$ cat src/hdl/cnn_cfg.svh
`ifndef CNN_CFG_SVH
`define CNN_CFG_SVH

// image and kernel geometry
`define IMG_DIM     8
`define KER_DIM     3
`define CONV_DIM    6
`define POOL_DIM    3
`define NUM_FEAT    9
`define NUM_CLASS   4

// quantization of pooled sums
`define QUANT_SHIFT 4
`define FEAT_MAX    127

// parameter memory map
`define ADDR_W      7
`define PIX_BASE    0
`define KER_BASE    64
`define FC_BASE     73
`define MEM_DEPTH   109

`endif
$ cat src/hdl/cnnCtrlPkg.sv
`default_nettype none

package cnnCtrlPkg;

    typedef enum logic [2:0] {
        ConvIdle,
        ConvFetchPixel,
        ConvFetchWeight,
        ConvAccumulate,
        ConvPoolUpdate,
        ConvEmit,
        ConvFinish
    } convState_t;

    typedef enum logic [1:0] {
        DenseIdle,
        DenseFetchWeight,
        DenseAccumulate
    } denseState_t;

    typedef enum logic [1:0] {
        SelIdle,
        SelCompare,
        SelReport
    } selState_t;

    // owner of the read port in the previous cycle
    typedef enum logic [1:0] {
        ReqNone,
        ReqConv,
        ReqDense
    } requester_t;

endpackage

`default_nettype wire

$ cat src/hdl/cnnDataPkg.sv
`default_nettype none

`include "cnn_cfg.svh"

package cnnDataPkg;

    // pixels and weights share one format
    typedef logic signed [7:0] pixel_t;

    // convolution or pooled value
    typedef logic signed [19:0] convSum_t;

    // quantized feature, never negative
    typedef logic [6:0] feature_t;

    typedef logic signed [19:0] score_t;

    typedef logic [1:0] classIdx_t;

    typedef logic [`ADDR_W-1:0] memAddr_t;

endpackage

`default_nettype wire

$ cat src/hdl/digitClassifier.sv
`timescale 1ns/100ps
`default_nettype none

`include "cnn_cfg.svh"

module digitClassifier
    import cnnDataPkg::*;
(
    input  logic      clk,
    input  logic      rst,
    input  logic      start,
    input  logic      wrEn,
    input  memAddr_t  wrAddr,
    input  pixel_t    wrData,
    output logic      busy,
    output logic      done,
    output classIdx_t classIdx,
    output score_t    bestScore
);

    logic     accept;
    logic     memWrEn;
    memAddr_t memAddr;
    pixel_t   memData;
    logic     convReq;
    logic     convGrant;
    logic     convDataValid;
    logic     convRunning;
    memAddr_t convAddr;
    pixel_t   convData;
    logic     denseReq;
    logic     denseGrant;
    logic     denseDataValid;
    memAddr_t denseAddr;
    pixel_t   denseData;
    logic     featValid;
    feature_t featData;
    logic     scoresValid;
    score_t   scores [`NUM_CLASS];

    // host access only while idle
    assign accept  = start && !busy && !convRunning;
    assign memWrEn = wrEn && !busy;

    always_ff @(posedge clk or negedge rst) begin
        if (!rst) begin
            busy <= 1'b0;
        end else if (accept) begin
            busy <= 1'b1;
        end else if (done) begin
            busy <= 1'b0;
        end
    end

    paramMem u_mem (
        .clk    (clk),
        .wrEn   (memWrEn),
        .wrAddr (wrAddr),
        .wrData (wrData),
        .rdAddr (memAddr),
        .rdData (memData)
    );

    memArbiter u_arb (
        .clk            (clk),
        .rst            (rst),
        .convReq        (convReq),
        .denseReq       (denseReq),
        .convAddr       (convAddr),
        .denseAddr      (denseAddr),
        .convGrant      (convGrant),
        .denseGrant     (denseGrant),
        .memAddr        (memAddr),
        .memData        (memData),
        .convDataValid  (convDataValid),
        .denseDataValid (denseDataValid),
        .convData       (convData),
        .denseData      (denseData)
    );

    convPoolEngine u_conv (
        .clk       (clk),
        .rst       (rst),
        .start     (accept),
        .req       (convReq),
        .addr      (convAddr),
        .grant     (convGrant),
        .dataValid (convDataValid),
        .data      (convData),
        .featValid (featValid),
        .featData  (featData),
        .running   (convRunning)
    );

    denseLayer u_dense (
        .clk         (clk),
        .rst         (rst),
        .start       (accept),
        .featValid   (featValid),
        .featData    (featData),
        .req         (denseReq),
        .addr        (denseAddr),
        .grant       (denseGrant),
        .dataValid   (denseDataValid),
        .data        (denseData),
        .scoresValid (scoresValid),
        .scores      (scores)
    );

    classSelect u_sel (
        .clk         (clk),
        .rst         (rst),
        .scoresValid (scoresValid),
        .scores      (scores),
        .done        (done),
        .classIdx    (classIdx),
        .bestScore   (bestScore)
    );

endmodule

`default_nettype wire

$ cat src/hdl/classSelect.sv
`timescale 1ns/100ps
`default_nettype none

`include "cnn_cfg.svh"

module classSelect
    import cnnDataPkg::*;
    import cnnCtrlPkg::*;
(
    input  logic      clk,
    input  logic      rst,
    input  logic      scoresValid,
    input  score_t    scores [`NUM_CLASS],
    output logic      done,
    output classIdx_t classIdx,
    output score_t    bestScore
);

    selState_t state;
    classIdx_t cmpIdx;
    classIdx_t bestIdx;
    score_t    best;
    score_t    latched [`NUM_CLASS];

    always_ff @(posedge clk or negedge rst) begin
        if (!rst) begin
            state  <= SelIdle;
            cmpIdx <= '0;
            done   <= 1'b0;
        end else begin
            done <= 1'b0;
            case (state)
                SelIdle: begin
                    if (scoresValid) begin
                        cmpIdx <= 2'd1;
                        state  <= SelCompare;
                    end
                end
                SelCompare: begin
                    cmpIdx <= cmpIdx + 2'd1;
                    if (cmpIdx == 2'(`NUM_CLASS - 1)) begin
                        state <= SelReport;
                    end
                end
                SelReport: begin
                    done  <= 1'b1;
                    state <= SelIdle;
                end
                default: begin
                    state <= SelIdle;
                end
            endcase
        end
    end

    always_ff @(posedge clk) begin
        if (state == SelIdle && scoresValid) begin
            latched <= scores;
            best    <= scores[0];
            bestIdx <= '0;
        end else if (state == SelCompare && latched[cmpIdx] > best) begin
            // ties stay with the lower index
            best    <= latched[cmpIdx];
            bestIdx <= cmpIdx;
        end
        if (state == SelReport) begin
            classIdx  <= bestIdx;
            bestScore <= best;
        end
    end

endmodule

`default_nettype wire

$ cat src/hdl/denseLayer.sv
`timescale 1ns/100ps
`default_nettype none

`include "cnn_cfg.svh"

module denseLayer
    import cnnDataPkg::*;
    import cnnCtrlPkg::*;
(
    input  logic     clk,
    input  logic     rst,
    input  logic     start,
    input  logic     featValid,
    input  feature_t featData,
    output logic     req,
    output memAddr_t addr,
    input  logic     grant,
    input  logic     dataValid,
    input  pixel_t   data,
    output logic     scoresValid,
    output score_t   scores [`NUM_CLASS]
);

    denseState_t state;
    feature_t    featReg;
    logic [3:0]  featCnt;
    classIdx_t   cls;
    logic signed [15:0] product;

    assign req     = (state == DenseFetchWeight);
    assign addr    = memAddr_t'(`FC_BASE + featCnt * `NUM_CLASS + cls);
    // feature is unsigned, widen with a zero sign bit
    assign product = signed'({1'b0, featReg}) * data;

    always_ff @(posedge clk or negedge rst) begin
        if (!rst) begin
            state       <= DenseIdle;
            featCnt     <= '0;
            cls         <= '0;
            scoresValid <= 1'b0;
        end else begin
            scoresValid <= 1'b0;
            case (state)
                DenseIdle: begin
                    if (start) begin
                        featCnt <= '0;
                    end else if (featValid) begin
                        cls   <= '0;
                        state <= DenseFetchWeight;
                    end
                end
                DenseFetchWeight: begin
                    if (grant) begin
                        state <= DenseAccumulate;
                    end
                end
                DenseAccumulate: begin
                    if (dataValid) begin
                        if (cls == 2'(`NUM_CLASS - 1)) begin
                            cls   <= '0;
                            state <= DenseIdle;
                            if (featCnt == 4'(`NUM_FEAT - 1)) begin
                                featCnt     <= '0;
                                scoresValid <= 1'b1;
                            end else begin
                                featCnt <= featCnt + 4'd1;
                            end
                        end else begin
                            cls   <= cls + 2'd1;
                            state <= DenseFetchWeight;
                        end
                    end
                end
                default: begin
                    state <= DenseIdle;
                end
            endcase
        end
    end

    always_ff @(posedge clk) begin
        if (start) begin
            for (int c = 0; c < `NUM_CLASS; c++) begin
                scores[c] <= '0;
            end
        end else if (state == DenseAccumulate && dataValid) begin
            scores[cls] <= scores[cls] + score_t'(product);
        end
        if (state == DenseIdle && featValid) begin
            featReg <= featData;
        end
    end

endmodule

`default_nettype wire

$ cat src/hdl/convPoolEngine.sv
`timescale 1ns/100ps
`default_nettype none

`include "cnn_cfg.svh"

module convPoolEngine
    import cnnDataPkg::*;
    import cnnCtrlPkg::*;
(
    input  logic     clk,
    input  logic     rst,
    input  logic     start,
    output logic     req,
    output memAddr_t addr,
    input  logic     grant,
    input  logic     dataValid,
    input  pixel_t   data,
    output logic     featValid,
    output feature_t featData,
    output logic     running
);

    convState_t state;
    logic [1:0] poolRow;
    logic [1:0] poolCol;
    logic [1:0] winIdx;
    logic [1:0] tapRow;
    logic [1:0] tapCol;
    logic [3:0] featCnt;
    logic [2:0] convRow;
    logic [2:0] convCol;
    memAddr_t   pixAddr;
    memAddr_t   kerAddr;
    pixel_t     pixReg;
    logic signed [15:0] product;
    convSum_t   acc;
    convSum_t   poolMax;
    convSum_t   shifted;

    // conv output position of the current sub-window
    assign convRow = {poolRow, winIdx[1]};
    assign convCol = {poolCol, winIdx[0]};

    assign pixAddr = memAddr_t'(`PIX_BASE + (convRow + tapRow) * `IMG_DIM + convCol + tapCol);
    assign kerAddr = memAddr_t'(`KER_BASE + tapRow * `KER_DIM + tapCol);

    assign req     = (state == ConvFetchPixel) || (state == ConvFetchWeight);
    assign addr    = (state == ConvFetchPixel) ? pixAddr : kerAddr;
    assign running = (state != ConvIdle);
    assign product = pixReg * data;

    always_ff @(posedge clk or negedge rst) begin
        if (!rst) begin
            state   <= ConvIdle;
            poolRow <= '0;
            poolCol <= '0;
            winIdx  <= '0;
            tapRow  <= '0;
            tapCol  <= '0;
            featCnt <= '0;
        end else begin
            case (state)
                ConvIdle: begin
                    if (start) begin
                        poolRow <= '0;
                        poolCol <= '0;
                        winIdx  <= '0;
                        tapRow  <= '0;
                        tapCol  <= '0;
                        featCnt <= '0;
                        state   <= ConvFetchPixel;
                    end
                end
                ConvFetchPixel: begin
                    if (grant) begin
                        state <= ConvFetchWeight;
                    end
                end
                ConvFetchWeight: begin
                    if (grant) begin
                        state <= ConvAccumulate;
                    end
                end
                ConvAccumulate: begin
                    if (dataValid) begin
                        if (tapCol == 2'(`KER_DIM - 1)) begin
                            tapCol <= '0;
                            if (tapRow == 2'(`KER_DIM - 1)) begin
                                tapRow <= '0;
                                state  <= ConvPoolUpdate;
                            end else begin
                                tapRow <= tapRow + 2'd1;
                                state  <= ConvFetchPixel;
                            end
                        end else begin
                            tapCol <= tapCol + 2'd1;
                            state  <= ConvFetchPixel;
                        end
                    end
                end
                ConvPoolUpdate: begin
                    // four sub-windows per pooled window, wraps to 0
                    winIdx <= winIdx + 2'd1;
                    state  <= (winIdx == 2'd3) ? ConvEmit : ConvFetchPixel;
                end
                ConvEmit: begin
                    if (featCnt == 4'(`NUM_FEAT - 1)) begin
                        state <= ConvFinish;
                    end else begin
                        featCnt <= featCnt + 4'd1;
                        if (poolCol == 2'(`POOL_DIM - 1)) begin
                            poolCol <= '0;
                            poolRow <= poolRow + 2'd1;
                        end else begin
                            poolCol <= poolCol + 2'd1;
                        end
                        state <= ConvFetchPixel;
                    end
                end
                ConvFinish: begin
                    state <= ConvIdle;
                end
                default: begin
                    state <= ConvIdle;
                end
            endcase
        end
    end

    always_ff @(posedge clk) begin
        if (state == ConvFetchWeight && dataValid) begin
            pixReg <= data;
        end
        if (state == ConvIdle && start) begin
            acc <= '0;
        end else if (state == ConvAccumulate && dataValid) begin
            acc <= acc + convSum_t'(product);
        end else if (state == ConvPoolUpdate) begin
            acc <= '0;
            // strict compare so the earlier sum keeps a tie
            if (winIdx == 2'd0 || acc > poolMax) begin
                poolMax <= acc;
            end
        end
    end

    // clamp negatives, shift, saturate
    assign shifted   = poolMax >>> `QUANT_SHIFT;
    assign featValid = (state == ConvEmit);

    always_comb begin
        if (poolMax < 0) begin
            featData = '0;
        end else if (shifted > convSum_t'(`FEAT_MAX)) begin
            featData = feature_t'(`FEAT_MAX);
        end else begin
            featData = shifted[6:0];
        end
    end

endmodule

`default_nettype wire

$ cat src/hdl/memArbiter.sv
`timescale 1ns/100ps
`default_nettype none

module memArbiter
    import cnnDataPkg::*;
    import cnnCtrlPkg::*;
(
    input  logic     clk,
    input  logic     rst,
    input  logic     convReq,
    input  logic     denseReq,
    input  memAddr_t convAddr,
    input  memAddr_t denseAddr,
    output logic     convGrant,
    output logic     denseGrant,
    output memAddr_t memAddr,
    input  pixel_t   memData,
    output logic     convDataValid,
    output logic     denseDataValid,
    output pixel_t   convData,
    output pixel_t   denseData
);

    requester_t lastGrant;

    // dense layer wins over the conv engine
    assign denseGrant = denseReq;
    assign convGrant  = convReq && !denseReq;
    assign memAddr    = denseGrant ? denseAddr : convAddr;

    always_ff @(posedge clk or negedge rst) begin
        if (!rst) begin
            lastGrant <= ReqNone;
        end else if (denseGrant) begin
            lastGrant <= ReqDense;
        end else if (convGrant) begin
            lastGrant <= ReqConv;
        end else begin
            lastGrant <= ReqNone;
        end
    end

    // steer read data back to whoever held the port
    assign convDataValid  = (lastGrant == ReqConv);
    assign denseDataValid = (lastGrant == ReqDense);
    assign convData       = convDataValid ? memData : '0;
    assign denseData      = denseDataValid ? memData : '0;

endmodule

`default_nettype wire

$ cat src/hdl/paramMem.sv
`timescale 1ns/100ps
`default_nettype none

`include "cnn_cfg.svh"

module paramMem
    import cnnDataPkg::*;
(
    input  logic     clk,
    input  logic     wrEn,
    input  memAddr_t wrAddr,
    input  pixel_t   wrData,
    input  memAddr_t rdAddr,
    output pixel_t   rdData
);

    // pixels, kernel taps and FC weights in one array
    pixel_t mem [`MEM_DEPTH];

    always_ff @(posedge clk) begin
        if (wrEn) begin
            mem[wrAddr] <= wrData;
        end
    end

    // registered read, data one cycle after the address
    always_ff @(posedge clk) begin
        rdData <= mem[rdAddr];
    end

endmodule

`default_nettype wire

$ cat config.mk
export PLATFORM = sky130hd
export DESIGN_NAME = digitClassifier
export DESIGN_NICKNAME = d
export VERILOG_FILES = /design/src/hdl/cnnCtrlPkg.sv /design/src/hdl/cnnDataPkg.sv /design/src/hdl/digitClassifier.sv /design/src/hdl/classSelect.sv /design/src/hdl/denseLayer.sv /design/src/hdl/convPoolEngine.sv /design/src/hdl/memArbiter.sv /design/src/hdl/paramMem.sv
export VERILOG_INCLUDE_DIRS = /design/src /design/src/hdl
export SDC_FILE = /design/constraint.sdc
export NUM_CORES = 2
export LEC_CHECK = 0
export CAP_MARGIN = 20
export CORE_ASPECT_RATIO = 1.2
export CORE_UTILIZATION = 35
export CTS_CLUSTER_SIZE = 24
export DETAILED_ROUTE_END_ITERATION = 10
export DONT_BUFFER_PORTS = 1
export HOLD_SLACK_MARGIN = 0.15
export SYNTH_ARGS = -nofsm -noshare
export SYNTH_HDL_FRONTEND = slang
export SYNTH_SLANG_ARGS = --single-unit
export TNS_END_PERCENT = 50
$ cat constraint.sdc
create_clock -name clk -period 6.9 [get_ports clk]
set_input_delay 0.69 -clock clk [delete_from_list [all_inputs] [get_ports clk]]
set_output_delay 0.69 -clock clk [all_outputs]
set_load 0.01 [all_outputs]
==> results.yml <==
detailed_routing:
  wirelength_um: 136000
  vias: 33486
  drtAntennaViolNets: 0
  vias_per_cell: 5.27
  first_pass_iters: 6
  post_drt_wl_per_cell_um: 21.4
  initialDrtViolationCount: 2898
  route.detailed.drc: 0
clock_tree:
  hold_buffers: 10
  root_buffer: "clkbuf_16"
  path_clk_slew_ps: 60
  numCtsBuffers: 118
  worstSkewPairLatency_ps: 770
  cts_tree: "built"
  cts_sinks: 1173
  postCtsSetupRepairBufs: 0
  clk_path_buf_depth: 3
  post_cts_resized: 0
  cts_htree_levels: 3
power:
  power_frac_seq: 0.536
  leakage_nw: 23.1
  p_sw_mw: 2.90
  switching_share: 0.202
  p_per_area_mw_per_mm2: 238
  p_int_mw: 11.5
  max-vdd-ir-drop_mv: 0.253
  pwr-share-clk: 0.456
  power_frac_comb: 0.009
synth:
  synth.area.mux_share: 0.0423
  synth_ff_type: "edfxtp_1"
  netlist_area_sq_mm: 0.0542
  synth_top_cell_by_area: "edfxtp_1"
  syn-num-nets: 4623
  synth.avg_cell_area_sq_um: 12.6
  async_flop_share: 0.0290
  synth_xor_area_frac: 0.00647
  synthCells: 4298
  synth_edf_count: 1029
  synth_seq_cells: 1173
  synth-compound-area-share: 0.0814
  yosysUniqueCellTypes: 78
  synth_top_area_frac: 0.570
  synth_fa_ha_area_frac: 0.0897
  synth_top_family_by_area: "simple AND/OR/NAND/NOR gates"
  synthSimpleGateAreaFrac: 0.115
  yosys_warnings: 0
  synth_area_leaders: "edfxtp_1 57%, nand2_1 5.3%, fa_1 5.1%"
  synth.yosys.seq_area_share: 0.627
setup_path:
  arrival_ps: 6740
  startpoint_type: "flop"
  path_max_fanout: 11
  r2r_slack_ps: 830
  critPathRequiredTime_ps: 7570
  crit_type: "reg2reg"
  end_kind: "flop"
finish:
  layout_common_cells: "1029 x edfxtp_1, 762 x nand2_1, 311 x a21oi_1, 246 x inv_1, 226 x nor2_1"
  syn2layout_area_growth_pct: 11.5
  layout_commonest_cell: "edfxtp_1"
  fin_util: 0.395
  layout-drive-gt1-share: 0.0800
  nets: 4587
  n_fill_cell: 14164
floorplanning:
  fp.dieH_um: 433
  die_area_sq_mm: 0.156
  core.rowCount: 157
  initial_core_util: 0.354
  pin_count: 43
  core_sq_mm: 0.153
  die_x_um: 361
global_route:
  grt_antenna_before_repair: 1
  grt-busiest-layer: "met2"
  use_met2: 0.299
  grt-ovfl-total: 0
  globalRouteMet1Util: 0.217
  met3_usage: 0.0232
  track_usage: 0.173
  grt_max_degree: 110
  grt_pass1_wl_um: 207000
  grt_pass1_vias: 33653
sta:
  fmax_ghz: 0.165
  hold_viol: 0
  rsz0062_at_grt: "no"
  worst_slew_pin_slew_ps: 1090
  fin_setup_tns_ps: 0
  period_share: 0.879
  setup_viol: 0
  max-slew-margin-rel: 0.273
  finalMaxSlewViolations: 0
  setup_ws_ps: 832
  period_minus_slack_ps: 6070
  finClkSkew_ps: 41.9
placed_design:
  gp_congestion: 0.818
  port_buffers: 0
  place_ws_ps: 818
  dp_hpwl_um: 85900
flow_run:
  drv_cap: 0
run_status:
  status: "finished, final reports clean"
hold_path:
  hp-class: "in2reg"
==> per-layer routing <==
| metal | routed length (um) | vias up |
|---|---|---|
| li1 | - | 15495 |
| met1 | 55500 | 16793 |
| met2 | 68100 | 963 |
| met3 | 7250 | 233 |
| met4 | 4940 | 2 |
| met5 | 13 | - |
==> power by group through the flow <==
stage	Combinational (mW)	Clock, mW	Sequential (mW)
detailed placement	0.0126	0	7.84
global placement	0.0127	0	7.84
finish	0.123	6.55	7.69
floorplan	0.00998	0	7.84
global route	0.132	6.91	7.69
CTS	0.126	6.66	7.69
==> per-stage QoR <==
| step | hold WS (ps) | cells | total power, mW | area (sq um) |
|---|---|---|---|---|
| 6_report | 262 | 6349 | 14.4 | 60400 |
| 5_1_grt | 245 | 6348 | 14.7 | 60400 |
| 3_3_place_gp | 396 | 6117 | 7.85 | 56100 |
| 4_1_cts | 234 | 6346 | 14.5 | 60400 |
| 2_1_floorplan | 394 | 4298 | 7.85 | 54200 |
| 3_5_place_dp | 396 | 6117 | 7.85 | 56100 |
==> cell type report <==
class,count,area [sq um],share of cell area
Clock buffer,147,3120,0.0517
Antenna cell,1,2.50,0.0000414
Sequential cell,1173,34000,0.562
Timing Repair Buffer,81,873,0.0145
Clock inverter,72,846,0.0140
Tap cell,1987,2490,0.0412
Multi-Input combinational cell,2641,18200,0.301
Inverter,247,927,0.0154
==> worst max-delay path, stage by stage (launching register included) <==
cell and delay (ps):
dfrtp_1 370, nor2b_2 360, nand2_1 360, or2_2 390, fa_1 450, fa_1 490, inv_1 50, fa_1 460
fa_1 510, fa_1 410, ha_1 320, o21ai_0 120, o21a_1 220, nor3_1 300, nor3_1 160, o31ai_1 300
a21oi_1 130, xnor2_1 300, nand2_1 100, a21oi_1 180
==> worst paths after layout <==
kind / cells past startpoint / end / start
hold reg to reg: 0 / u_sel.classIdx[0]$_DFFE_PP_ / u_sel.bestIdx[0]$_SDFFE_PP0P_
setup / recovery: 19 / u_dense.scores[19]$_SDFFE_PP0P_ / u_arb.lastGrant[1]$_DFF_PN0_
max in group asynchronous: 2 / u_dense.featCnt[1]$_DFFE_PN0P_ / rst
min in group asynchronous: 2 / u_dense.scoresValid$_DFF_PN0_ / rst
hold / removal: 1 / u_mem.mem[66][6]$_DFFE_PP_ / wrAddr[0]
setup reg to reg: 19 / u_dense.scores[19]$_SDFFE_PP0P_ / u_arb.lastGrant[1]$_DFF_PN0_
==> sequential cells by signal, summed over array words and instances, names as in the netlist, 3 cells and up <==
register / count
u_conv.acc: 20
u_conv.featCnt: 4
u_conv.pixReg: 8
u_conv.poolMax: 20
u_conv.state: 3
u_dense.featCnt: 4
u_dense.featReg: 7
u_dense.scores: 80
u_mem.mem: 872
u_mem.rdData: 8
u_sel.best: 20
u_sel.bestScore: 20
u_sel.latched: 80
==> Yosys cell counts (90+ instances only) <==
master,number
edfxtp_1,1029
nand2_1,762
a21oi_1,311
inv_1,246
nor2_1,230
nand3_1,181
ha_1,169
fa_1,137
mux2i_1,113
dfxtp_1,110
clkbuf_1,109
and3_1,90
==> logic make-up (layout without fill, tap and decap cells) <==
logic type	after synthesis	count (layout)
AND/OR/NAND/NOR	1427	1427
flip-flops	1173	1173
AO/OA/AOI/OAI	692	692
buffers and inverters	484	547
adder cells (fa/ha/maj)	306	306
multiplexers	176	176
XOR/XNOR	40	40
other	0	1
Note: power is estimated with default switching activity, not from simulation.
